## src/logic/osd_video_pkg.sv

```systemverilog
/* video side definitions for the on-screen display
   imported by the timing, mixer and top level blocks */

package osd_video_pkg;

	// ********************
	// widths
	// ********************

	// bits per colour channel
	localparam int color_w = 6;
	// horizontal and vertical counter width
	localparam int pos_w = 10;

	// one pixel as it travels from core to connector
	typedef struct packed {
		logic [color_w-1:0] red;
		logic [color_w-1:0] green;
		logic [color_w-1:0] blue;
		logic hs;
		logic vs;
	} video_pixel_t;

	// ********************
	// overlay window
	// ********************

	// window size in pixels and lines
	localparam logic [pos_w-1:0] osd_width = 10'd256;
	localparam logic [pos_w-1:0] osd_height = 10'd128;

	// shift of the window away from the display centre
	localparam logic [pos_w-1:0] osd_x_offset = 10'd0;
	localparam logic [pos_w-1:0] osd_y_offset = 10'd0;

	// overlay tint, red green blue from msb down
	localparam logic [2:0] osd_color = 3'd1;

endpackage
```

## src/logic/video_timing.sv

```systemverilog
/* sync analysis for the incoming video
   counts pixels and lines, finds sync polarity and the centre of the display */

`timescale 1ns/1ps

module video_timing import osd_video_pkg::*; (
	input  logic             pclk,
	input  logic             ss,
	input  video_pixel_t     video_in,
	output logic [pos_w-1:0] h_pos,
	output logic [pos_w-1:0] v_pos,
	output logic [pos_w-1:0] h_centre,
	output logic [pos_w-1:0] v_centre,
	output logic             h_active,
	output logic             v_active
);

	// delayed sync bits
	logic hs_d1, hs_d2;
	logic vs_d1, vs_d2;

	// measured phase lengths
	logic [pos_w-1:0] hs_high, hs_low;
	logic [pos_w-1:0] vs_high, vs_low;

	logic hs_rise, hs_fall;
	logic vs_rise, vs_fall;

	// polarity, set when the high phase is the short sync pulse
	logic hs_pol, vs_pol;
	logic [pos_w-1:0] h_width, v_width;

	assign hs_rise = hs_d1 & ~hs_d2;
	assign hs_fall = ~hs_d1 & hs_d2;
	assign vs_rise = vs_d1 & ~vs_d2;
	assign vs_fall = ~vs_d1 & vs_d2;

	assign hs_pol = hs_high < hs_low;
	assign vs_pol = vs_high < vs_low;

	// the longer phase is the picture
	assign h_width = hs_pol ? hs_low : hs_high;
	assign v_width = vs_pol ? vs_low : vs_high;
	assign h_centre = {1'b0, h_width[pos_w-1:1]};
	assign v_centre = {1'b0, v_width[pos_w-1:1]};

	// phase seen by the counters, not the raw input
	assign h_active = hs_d2 != hs_pol;
	assign v_active = vs_d2 != vs_pol;

	// ********************
	// horizontal
	// ********************

	always_ff @(posedge pclk or posedge ss) begin
		if (ss) begin
			hs_d1 <= 1'b0;
			hs_d2 <= 1'b0;
			h_pos <= '0;
			hs_high <= '0;
			hs_low <= '0;
		end else begin
			hs_d1 <= video_in.hs;
			hs_d2 <= hs_d1;
			if (hs_fall) begin
				// high phase just ended
				h_pos <= '0;
				hs_high <= h_pos + 1'b1;
			end else if (hs_rise) begin
				h_pos <= '0;
				hs_low <= h_pos + 1'b1;
			end else begin
				h_pos <= h_pos + 1'b1;
			end
		end
	end

	// ********************
	// vertical
	// ********************

	// lines are counted on delayed hs rising edges
	always_ff @(posedge pclk or posedge ss) begin
		if (ss) begin
			vs_d1 <= 1'b0;
			vs_d2 <= 1'b0;
			v_pos <= '0;
			vs_high <= '0;
			vs_low <= '0;
		end else begin
			vs_d1 <= video_in.vs;
			vs_d2 <= vs_d1;
			if (vs_fall) begin
				v_pos <= '0;
				vs_high <= v_pos + 1'b1;
			end else if (vs_rise) begin
				v_pos <= '0;
				vs_low <= v_pos + 1'b1;
			end else if (hs_rise) begin
				v_pos <= v_pos + 1'b1;
			end
		end
	end

endmodule

```

## config.mk

```make
export PLATFORM = sky130hd
export DESIGN_NAME = video_timing
export DESIGN_NICKNAME = d
export VERILOG_FILES = /design/src/logic/osd_video_pkg.sv /design/src/logic/video_timing.sv
export SDC_FILE = /design/constraint.sdc
export NUM_CORES = 1
export LEC_CHECK = 0
export ABC_AREA = 0
export BUFFER_PORTS_ARGS = -buffer_cell sky130_fd_sc_hd__buf_2
export CAP_MARGIN = 0
export CORE_MARGIN = 2
export CORE_UTILIZATION = 45
export DETAILED_ROUTE_END_ITERATION = 10
export HOLD_SLACK_MARGIN = 0.06
export PLACE_DENSITY = 0.67
export SLEW_MARGIN = 10
export SYNTH_ARGS = -nofsm -noshare
export SYNTH_HDL_FRONTEND = slang
export SYNTH_SLANG_ARGS = --single-unit
export TNS_END_PERCENT = 50
```

## constraint.sdc

```tcl
create_clock -name pclk -period 6.3 [get_ports pclk]
set_input_delay 0.63 -clock pclk [delete_from_list [all_inputs] [get_ports pclk]]
set_output_delay 0.63 -clock pclk [all_outputs]
set_load 0.01 [all_outputs]
```

**Yosys cells after proc, flatten, opt, wreduce, memory -nomap -nowiden**

Cells that the tools add are included.

- Word-level logic and storage cells: 36
- Input bits: 22
- Register bits: 64

- Equality and inequality tests: 2
- Bitwise logic cells: 10
- $lt $le $gt $ge: 2
- Add/sub/neg operators: 2
- Multiplexer cells: 7
- Reduce and logical (&&, ||, !) cells: 3

Operator list:

| cell | number |
|---|---|
| 10-bit two-way mux | 7 |
| 10-bit by 1-bit adder with 10-bit output, second input constant | 2 |
| 10-bit < comparator | 2 |
| 1-bit NOT | 6 |
| 1-bit bitwise AND | 4 |
| 2-bit AND reduction | 2 |
| 3-bit nonzero test | 1 |
| 1-bit != test | 2 |

**Longest topological paths before layout**

Gate-level depths: netlist (run 1).

- Word-level depth: 5
- Gate-level depth with buffers: 7
- Mapped depth without buffers: 7

**Least setup slack after synthesis (run 1)**

No wires, ideal clock.

- Path type: flip-flop to output port
- Start: register hs_high[7]
- End: output h_centre[0]
- Stages on the path, launching flop included: 6
- Path slack: 3.768 ns
- Arrival: 1.902 ns
- Required time: 5.670 ns
- Cell sequence: dfrtp_1 ha_1 a211oi_1 nor2_1 nor4_4 mux2_2

- Longest elaborated chain between the ends: 2

RTL lines:

| what | RTL line | source |
|---|---|---|
| start, declared | video_timing.sv:23 | `logic [pos_w-1:0] hs_high, hs_low;` |
| start signal, assigned | video_timing.sv:68 | `hs_high <= h_pos + 1'b1;` |
| 10-bit < comparator | video_timing.sv:38 | `assign hs_pol = hs_high < hs_low;` |
| 10-bit two-way mux | video_timing.sv:42 | `assign h_width = hs_pol ? hs_low : hs_high;` |
| end, declared | video_timing.sv:12 | `output logic [pos_w-1:0] h_centre,` |

Every way passes these cells.

**Worst setup path in the final report (run 1)**

Ends and elaborated chain as after synthesis.

==> results_dict.tcl, run 1 <==
set metrics [dict create \
    fin_area_mm2 0.00379 \
    setup-violations-final 0 \
    dp_hpwl_um 4330 \
    crit-reg2reg-launch "hs_d2" \
    drt-initial-drc-count 83 \
    cts_setup_buffers 0 \
    syn_avg_cell_area_um2 10.1 \
    post_route_cells_drive_above_1_share 0.239 \
    netlist_instances 323 \
    die_w_um 89.2 \
    initial_core_util 0.458 \
    dieArea_mm2 0.00796 \
    portBuffers 43 \
    dr.pass1.iters 4 \
    viasPerCell 4.86 \
    finClkSkew_ns 0.00786 \
    period_needed_ns 3.26 \
    clk_latency_ns 0.34 \
    p_comb_frac 0.219 \
    cts_resized 0 \
    vias 2291 \
    synth.area.top_cells "dfrtp_1 49%, ha_1 7.7%, mux2_2 7.6%" \
    die_y_um 89.2 \
    crit_path_start "hs_high[7]" \
    power_frac_seq 0.421 \
    p_sw_uw 314 \
    fin_crit_sh 0.517 \
    ys_warn_count 0 \
    slew_headroom 0.240 \
    path_clk_slew_ns 0.07 \
    status "completed" \
    synth_edf_count 0 \
    p_leak_nw 1.79 \
    crit_path_end_kind "output pin" \
    first_global_vias 2129 \
    area_growth_pct 15.8 \
    synth_area_mm2 0.00327 \
    cts_tree "yes" \
    antenna_cells 0 \
    min_from "video_in[1]" \
    p_int_uw 766 \
    hp-class "input pin to flip-flop" \
    cts_hold_buf 0 \
    sw_frac_of_total 0.291 \
    required_ns 5.67 \
    postPlaceCellArea_mm2 0.00357 \
    setup_tns_ns 0 \
    wl_per_cell_um 13.0 \
    overflow 0 \
    antenna_found_initial 0 \
    cp-start-kind "flip-flop" \
    yosys-top-cells-count "64 x dfrtp_1, 40 x nand2_1, 40 x o21ai_0" \
    rsz0062_at_grt "false" \
    cts_made_buffers 9 \
    tightestPinTransition_ns 1.14 \
    ios 64 \
    vdd_drop_max_mv 0.130 \
    crit_fanout 10 \
    cts.sinks 64 \
    gp_congestion 0.767 \
    yosysTopAreaCell "dfrtp_1" \
    yosysMostFrequentCell "dfrtp_1" \
    grt_pass1_wl_um 10200 \
    cp.arrival_ns 2.63 \
    ant_nets 0 \
    grt_max_degree 65 \
    cts_buffer_depth 2 \
    grtUsageTotal 0.170 \
    synth.distinct_cells 29 \
    maxCapViolCount 0 \
    clkPwrFrac 0.359 \
    cts_max_level 3 \
    ys_async_sr_fraction 1.00 \
    seq_area_frac_synth 0.490 \
    ys.flop_type "dfrtp_1" \
    fill_cells 681 \
    final-max-slew-violation-count 0 \
    core_mm2 0.00714 \
    ctsRootBufferMaster "clkbuf_8" \
    crit_type "flip-flop to output pin" \
    wirelength_um 6140 \
    num_rows 31 \
    synth-seq-cells 64 \
    drc 0 \
    yosysTopAreaCellShare 0.490 \
    fmax_mhz 307 \
    p_per_area_mw_per_mm2 285 \
    nNetsFinal 409 \
    finalHoldViolCount 0 \
]
## per-layer routing
metal,vias to the layer above,track usage,routed length [um]
li1,1178,-,-
met1,1079,0.255,3140
met2,27,0.232,2710
met3,7,0.0480,189
met4,0,0.0665,99
met5,-,0,0
## through the flow
step | util | worst slack [ns] | instances | power [mW] | hold slack [ns]
6_report | 0.531 | 3.04 | 471 | 1.08 | 0.386
3_5_place_dp | 0.500 | 3.41 | 455 | 0.702 | 0.384
5_1_grt | 0.531 | 2.92 | 471 | 1.14 | 0.378
3_3_place_gp | 0.500 | 3.39 | 455 | 0.700 | 0.372
4_1_cts | 0.531 | 3.03 | 471 | 1.09 | 0.376
2_1_floorplan | - | 3.77 | 324 | 0.635 | 0.367
## registers in the layout, summed over array words and instances (netlist names)
signal   count
h_pos       10
hs_high     10
hs_d1        1
vs_high     10
vs_d1        1
vs_low      10
vs_d2        1
hs_low      10
v_pos       10
hs_d2        1
## worst max-delay path, cell delays in order, from the launching register on
cell and delay, ns:
dfrtp_1 0.40, ha_1 0.32, a211oi_1 0.20, nor2_1 0.11
nor4_4 0.69, mux2_2 0.42, buf_2 0.14
## cells by family after synthesis
logic type               after synthesis  share of synthesized area
other                                  1                    0.00115
multiplexers                          23                     0.0789
flip-flops                            64                      0.490
AO/OA/AOI/OAI                         52                     0.0896
AND/OR/NAND/NOR                      102                      0.153
adder cells (fa/ha/maj)               20                     0.0766
buffers and inverters                 36                     0.0436
XOR/XNOR                              25                     0.0670
## final timing paths
kind / end / slack [ns] / depth (start not counted)
setup reg to reg: h_pos[8] / 4.27 / 3
min in group asynchronous: hs_high[7] / 0.50 / 3
hold reg to reg: vs_d2 / 0.40 / 0
max in group asynchronous: vs_high[2] / 5.27 / 3
hold / removal: hs_d1 / 0.39 / 1
setup / recovery: h_centre[0] / 3.04 / 6
## area by class of cell
cell class | count | area [um2] | share of cell area
Clock buffer | 9 | 124 | 0.0327
Multi-Input combinational cell | 224 | 1530 | 0.404
Tap cell | 99 | 124 | 0.0327
Sequential cell | 64 | 1600 | 0.423
Clock inverter | 7 | 96.3 | 0.0254
Inverter | 24 | 90.1 | 0.0238
Timing Repair Buffer | 44 | 223 | 0.0588
## power by group through the flow
| stage | sequential, mW | clock, mW | combinational (mW) |
|---|---|---|---|
| 6_report | 0.455 | 0.388 | 0.237 |
| 5_1_grt | 0.459 | 0.417 | 0.260 |
| 4_1_cts | 0.455 | 0.398 | 0.241 |
| 3_5_place_dp | 0.463 | 0 | 0.239 |
| 3_3_place_gp | 0.461 | 0 | 0.239 |
| 2_1_floorplan | 0.459 | 0 | 0.176 |
## cell usage in the layout (no fill, tap or decap)
| cell type | count |
|---|---|
| conb_1 | 2 |
| nor4_4 | 2 |
| mux2_2 | 22 |
| xnor2_1 | 17 |
| or3_1 | 3 |
| dfrtp_1 | 64 |
| clkbuf_8 | 9 |
| xor2_1 | 8 |
| and3_1 | 2 |
| o21ai_0 | 40 |
| nand2b_1 | 4 |
| mux2i_1 | 1 |
| nand2b_4 | 2 |
| nand4_1 | 4 |
| inv_2 | 1 |
| bufinv_16 | 2 |
| nor2_1 | 26 |
| nor3_1 | 7 |
| clkinv_4 | 3 |
| nor4_1 | 1 |
| a21oi_1 | 4 |
| inv_1 | 23 |
| a211oi_1 | 2 |
| ha_1 | 20 |
| a211oi_2 | 2 |
| a41oi_1 | 2 |
| nand2_1 | 40 |
| a21o_1 | 2 |
| buf_4 | 1 |
| nor3b_1 | 2 |
| buf_2 | 43 |
| clkinv_2 | 2 |
| nand3_1 | 9 |
(Power assumes the default switching activity.)
==> run 2, diff against run 1 <==
--- a/config.mk
+++ b/config.mk
@@ -5,14 +5,14 @@
 export SDC_FILE = /design/constraint.sdc
 export NUM_CORES = 1
 export LEC_CHECK = 0
-export ABC_AREA = 0
+export ABC_AREA = 1
 export BUFFER_PORTS_ARGS = -buffer_cell sky130_fd_sc_hd__buf_2
 export CAP_MARGIN = 0
 export CORE_MARGIN = 2
 export CORE_UTILIZATION = 45
 export DETAILED_ROUTE_END_ITERATION = 10
 export HOLD_SLACK_MARGIN = 0.06
-export PLACE_DENSITY = 0.67
+export PLACE_DENSITY = 0.69
 export SLEW_MARGIN = 10
 export SYNTH_ARGS = -nofsm -noshare
 export SYNTH_HDL_FRONTEND = slang
==> constraint.sdc (replaced) <==
create_clock -name pclk -period 2.9 [get_ports pclk]
set_input_delay 0.29 -clock pclk [delete_from_list [all_inputs] [get_ports pclk]]
set_output_delay 0.29 -clock pclk [all_outputs]
set_load 0.01 [all_outputs]
==> run 2 against run 1 <==
Net effect:
- total power rose by 98%
- sequential share of layout area shrank 2.0 points
- worst hold slack got worse by 0.33 ns
- register-to-register slack got worse by 3.0 ns
- clock power rose by 87%
- synthesized area up 5.9%
- largest power group unchanged
- wire length up 24%
==> results_dict.tcl, run 2 <==
set metrics [dict create \
    status "completed" \
    synth_edf_count 0 \
    portBuffers 43 \
    grtUsageTotal 0.192 \
    rrSetupSlack_ns 1.27 \
    dr.pass1.iters 4 \
    p_int_mw 1.46 \
    hp-class "input pin to async pin" \
    initial_core_util 0.470 \
    crit_fanout 11 \
    p_comb_frac 0.204 \
    synth.distinct_cells 31 \
    reg2reg_depth 6 \
    nNetsFinal 516 \
    yosysMostFrequentCell "nand2_1" \
    clk_latency_ns 0.33 \
    die_w_um 91.7 \
    final_util 0.539 \
    synth.area.top_cells "dfrtp_1 46%, nand2_1 16%, ha_1 7.2%" \
    cp-start-kind "flip-flop" \
    crit_path_end "v_centre[5]" \
    viasPerCell 5.02 \
    crit_path_start "vs_high[5]" \
    finClkSkew_ns 0.00741 \
    netlist_instances 425 \
    setup_tns_ns 0 \
    vdd_drop_max_mv 0.287 \
    period_needed_ns 2.55 \
    ios 64 \
    cts.sinks 64 \
    synth_area_mm2 0.00346 \
    p_leak_nw 2.10 \
    tightestPinTransition_ns 0.684 \
    dieArea_mm2 0.00841 \
    dp_hpwl_um 5430 \
    timing.rr.end "h_pos[6]" \
    yosysTopAreaCellShare 0.463 \
    slew_headroom 0.543 \
    cts_setup_buffers 0 \
    syn_avg_cell_area_um2 8.15 \
    p_per_area_mw_per_mm2 539 \
    layout_commonest_cell "nand2_1" \
    seq_area_frac_synth 0.463 \
    sw_frac_of_total 0.316 \
    maxCapViolCount 0 \
    rsz0062_at_grt "false" \
    cts_max_level 3 \
    finalHoldViolCount 0 \
    grt_max_degree 34 \
    wirelength_um 7590 \
    cts_buffer_depth 2 \
    clkPwrFrac 0.339 \
    num_rows 31 \
    antenna_found_initial 0 \
    required_ns 2.61 \
    cts_made_buffers 9 \
    crit-reg2reg-launch "h_pos[0]" \
    drc 0 \
    core_mm2 0.00737 \
    yosysTopAreaCell "dfrtp_1" \
    ctsRootBufferMaster "clkbuf_8" \
    fin_crit_sh 0.879 \
    drt-initial-drc-count 166 \
    gp_congestion 0.774 \
    synth-seq-cells 64 \
    vias 2899 \
    post_route_cells_drive_above_1_share 0.184 \
    cts_tree "yes" \
    fill_cells 695 \
    first_global_vias 2700 \
    area_growth_pct 14.7 \
    p_sw_uw 677 \
    ys_warn_count 0 \
    yosys-top-cells-count "144 x nand2_1, 64 x dfrtp_1, 45 x inv_1" \
    die_y_um 91.7 \
    overflow 0 \
    ys_async_sr_fraction 1.00 \
    path_clk_slew_ns 0.07 \
    cp.arrival_ns 2.26 \
    wl_per_cell_um 13.1 \
    setup-violations-final 0 \
    ys.flop_type "dfrtp_1" \
    grt_pass1_wl_um 12800 \
    antenna_cells 0 \
    final-max-slew-violation-count 0 \
    layout_common_cells "144 x nand2_1, 64 x dfrtp_1, 44 x inv_1" \
    crit_path_end_kind "output pin" \
    fmax_mhz 392 \
    power_frac_seq 0.457 \
    ant_nets 0 \
    crit_type "flip-flop to output pin" \
]
run 2: cell count changes in the layout (fill, tap and decap cells not counted), sizes merged, moves of 11 or more:
cell / before / now
inv: 24 / 51
xnor2: 17 / 3
nand4: 4 / 24
nand2: 40 / 146
nand3: 9 / 20
mux2: 22 / 0
run 2: worst min-delay path by stage:
stage                to  slack, ns  cells past startpoint
2_1_floorplan     hs_d1       0.32                      0
3_3_place_gp      hs_d1       0.40                      1
3_5_place_dp      vs_d1       0.40                      1
4_1_cts        h_pos[1]       0.07                      2
5_1_grt        h_pos[1]       0.11                      2
6_report       h_pos[1]       0.05                      2
run 2: layout make-up:
class | count | area (um2) | share of cell area
clock buffer | 9 | 124 | 0.0312
clock inverter | 6 | 61.3 | 0.0154
inverter | 51 | 191 | 0.0482
multi-input combinational | 298 | 1600 | 0.402
sequential | 64 | 1600 | 0.403
tap | 99 | 124 | 0.0312
timing repair buffer | 50 | 273 | 0.0687
run 2: worst max-delay path, stage by stage (launching register included):
cell	delay, ns
dfrtp_1	0.41
ha_1	0.33
nand2_1	0.10
inv_1	0.04
nand2_1	0.06
nand2_1	0.04
nand2_1	0.30
nand3_2	0.30
nand2_1	0.14
nand2_1	0.06
buf_2	0.14
run 2: per-layer routing:
| metal | GRT usage | vias up | wire length, um |
|---|---|---|---|
| met3 | 0.0312 | 10 | 334 |
| li1 | - | 1474 | - |
| met2 | 0.286 | 57 | 3340 |
| met1 | 0.280 | 1358 | 3780 |
| met5 | 0 | - | 0 |
| met4 | 0.0771 | 0 | 129 |
run 2: kinds of logic (layout without fill, tap and decap cells):
| family | count (synthesis) | after routing | synth area share |
|---|---|---|---|
| AO/OA/AOI/OAI | 50 | 50 | 0.0813 |
| XOR/XNOR | 8 | 8 | 0.0202 |
| adder cells (fa/ha/maj) | 20 | 20 | 0.0723 |
| buffers and inverters | 64 | 116 | 0.0773 |
| flip-flops | 64 | 64 | 0.463 |
| multiplexers | 1 | 1 | 0.00289 |
| other | 1 | 2 | 0.00108 |
| AND/OR/NAND/NOR | 217 | 217 | 0.282 |
run 2: metrics by stage:
stage | hold slack, ns | cells | setup slack (ns) | cell area (um2) | power [mW]
2_1_floorplan | 0.321 | 426 | 1.01 | 3470 | 1.29
3_3_place_gp | 0.401 | 560 | 0.737 | 3770 | 1.42
3_5_place_dp | 0.403 | 560 | 0.713 | 3770 | 1.43
4_1_cts | 0.0681 | 577 | 0.324 | 3970 | 2.17
5_1_grt | 0.108 | 577 | 0.0853 | 3970 | 2.27
6_report | 0.0519 | 577 | 0.352 | 3970 | 2.14
run 2: power by group through the flow:
stage	Sequential [mW]	Clock, mW	Combinational, mW
floorplan	0.989	0	0.296
global placement	0.991	0	0.427
detailed placement	0.995	0	0.438
CTS	0.977	0.749	0.442
global route	0.984	0.794	0.491
finish	0.978	0.724	0.437
run 2: timing repair:
item	in CTS	in global routing
endpoints found under the hold margin	2	0
gates resized for setup	0	0
hold buffers	2	0
==> run 3, diff against run 2 <==
--- a/config.mk
+++ b/config.mk
@@ -5,14 +5,13 @@
 export SDC_FILE = /design/constraint.sdc
 export NUM_CORES = 1
 export LEC_CHECK = 0
-export ABC_AREA = 1
 export BUFFER_PORTS_ARGS = -buffer_cell sky130_fd_sc_hd__buf_2
 export CAP_MARGIN = 0
 export CORE_MARGIN = 2
 export CORE_UTILIZATION = 45
 export DETAILED_ROUTE_END_ITERATION = 10
 export HOLD_SLACK_MARGIN = 0.06
-export PLACE_DENSITY = 0.69
+export PLACE_DENSITY = 0.67
 export SLEW_MARGIN = 10
 export SYNTH_ARGS = -nofsm -noshare
 export SYNTH_HDL_FRONTEND = slang
==> constraint.sdc (replaced) <==
create_clock -name pclk -period 2.7 [get_ports pclk]
set_input_delay 0.27 -clock pclk [delete_from_list [all_inputs] [get_ports pclk]]
set_output_delay 0.27 -clock pclk [all_outputs]
set_load 0.01 [all_outputs]
==> run 3 against run 2 <==
Net effect:
- combinational power up 49%
- design area down 3.2%
- global-route usage is 2.1 points lower
- register-to-register slack worse by 0.24 ns
- sequential cell count unchanged
- sequential power is 8% higher
- count of clock-buffer cells in the layout is 2 higher
- first-iteration DRC count shrank 9.0%
- cell count down 17%
==> results_dict.tcl, run 3 (synthesis gave the netlist of run 1 again) <==
set metrics [dict create \
    hp-class "input pin to async pin" \
    power_frac_seq 0.437 \
    finalHoldViolCount 0 \
    rrSetupSlack_ns 1.03 \
    final_util 0.539 \
    crit_type "flip-flop to output pin" \
    post_route_cells_drive_above_1_share 0.261 \
    vias 2382 \
    cts_max_level 3 \
    area_growth_pct 17.7 \
    cp-start-kind "flip-flop" \
    clkPwrFrac 0.295 \
    ios 64 \
    ctsRootBufferMaster "clkbuf_8" \
    cts_tree "yes" \
    setup-violations-final 0 \
    period_needed_ns 2.56 \
    gp_congestion 0.775 \
    crit_fanout 8 \
    path_clk_slew_ns 0.07 \
    vdd_drop_max_mv 0.284 \
    layout_commonest_cell "dfrtp_1" \
    cts_made_buffers 9 \
    reg2reg_depth 3 \
    portBuffers 43 \
    overflow 0 \
    grtUsageTotal 0.171 \
    finClkSkew_ns 0.00778 \
    num_rows 31 \
    maxCapViolCount 0 \
    ff_latch_area_mm2 0.00160 \
    die_w_um 89.2 \
    final-max-slew-violation-count 0 \
    first_global_vias 2263 \
    rsz0062_at_grt "false" \
    multi_input_area_mm2 0.00155 \
    die_y_um 89.2 \
    grt_pass1_wl_um 10400 \
    tightestPinTransition_ns 0.719 \
    cp.arrival_ns 2.29 \
    cts_buffer_depth 2 \
    p_leak_nw 1.81 \
    fmax_mhz 390 \
    drc 0 \
    viasPerCell 4.97 \
    p_comb_frac 0.267 \
    wl_per_cell_um 13.0 \
    sw_frac_of_total 0.299 \
    setup_tns_ns 0 \
    dp_hpwl_um 4440 \
    antenna_cells 0 \
    antenna_found_initial 0 \
    wirelength_um 6240 \
    dr.pass1.iters 5 \
    grt_max_degree 35 \
    required_ns 2.43 \
    slew_headroom 0.521 \
    initial_core_util 0.458 \
    fin_crit_sh 0.949 \
    p_per_area_mw_per_mm2 631 \
    dieArea_mm2 0.00796 \
    p_sw_uw 726 \
    crit_path_end_kind "output pin" \
    p_int_mw 1.70 \
    power_mw 2.43 \
    drt-initial-drc-count 151 \
    nNetsFinal 417 \
    ant_nets 0 \
    postLayoutSetupSlackWorst_ns 0.137 \
    layout_common_cells "64 x dfrtp_1, 43 x buf_2, 40 x nand2_1" \
    fill_cells 683 \
    status "completed" \
    clk_latency_ns 0.33 \
    dp_slack_ns 0.335 \
    cts.sinks 64 \
    core_mm2 0.00714 \
]
==> run 3: cell types whose count changed in the layout (fill, tap and decap cells not counted), sizes merged, moves of 11 or more <==
cell / previous run / this run
xnor2: 3 / 17
mux2: 0 / 22
nand3: 20 / 9
nand2: 146 / 40
nand4: 24 / 4
inv: 51 / 24
==> run 3: through the flow <==
| step | cells | hold slack, ns | area [um2] |
|---|---|---|---|
| after global routing | 479 | 0.102 | 3850 |
| after floorplan | 324 | 0.301 | 3270 |
| after detailed placement | 459 | 0.380 | 3610 |
| final | 479 | 0.0430 | 3850 |
| after CTS | 478 | 0.0618 | 3810 |
| after global placement | 459 | 0.372 | 3610 |
==> run 3: timing repair <==
item | in CTS | in global routing
hold buffers | 2 | 0
pin swaps | 1 | 2
setup endpoints to repair | 7 | 10
resized for setup | 1 | 6
setup buffers | 1 | 1
hold endpoints to repair | 2 | 0
gates cloned | 0 | 0
==> run 3: critical path, cell delays in order (launching register included) <==
cell and delay (ns):
dfrtp_1 0.40, ha_1 0.33, a41oi_1 0.21, nor3_1 0.10
nor4_4 0.25, buf_6 0.18, mux2_2 0.34, buf_2 0.14
==> run 3: path summary, 6_finish.rpt <==
path | start | to
max | hs_high[5] | h_centre[0]
min | ss | hs_high[7]
max reg2reg | hs_d2 | hs_low[1]
min reg2reg | vs_d1 | vs_d2
max in group asynchronous | ss | hs_low[0]
min in group pclk | vs_d1 | vs_d2
==> run 3: routing by layer <==
layer	up-vias	share of wire	wire length, um	track usage
met2	39	0.45	2800	0.244
met4	0	0.012	72	0.0516
met3	7	0.046	285	0.0406
met1	1139	0.49	3080	0.258
li1	1197	-	-	-
met5	-	0	0	0
==> run 3: cell type report <==
class / count / area share
Sequential cell: 64 / 0.416
Multi-Input combinational cell: 224 / 0.404
Timing Repair Buffer: 52 / 0.0791
Clock buffer: 11 / 0.0368
Tap cell: 99 / 0.0322
Inverter: 24 / 0.0234
Clock inverter: 5 / 0.00846
==> run 3: power by group through the flow <==
stage | Combinational [mW] | Sequential (mW) | Clock (mW)
floorplan | 0.411 | 1.07 | 0
global placement | 0.599 | 1.08 | 0
detailed placement | 0.599 | 1.08 | 0
CTS | 0.636 | 1.06 | 0.738
global route | 0.716 | 1.07 | 0.779
finish | 0.649 | 1.06 | 0.717
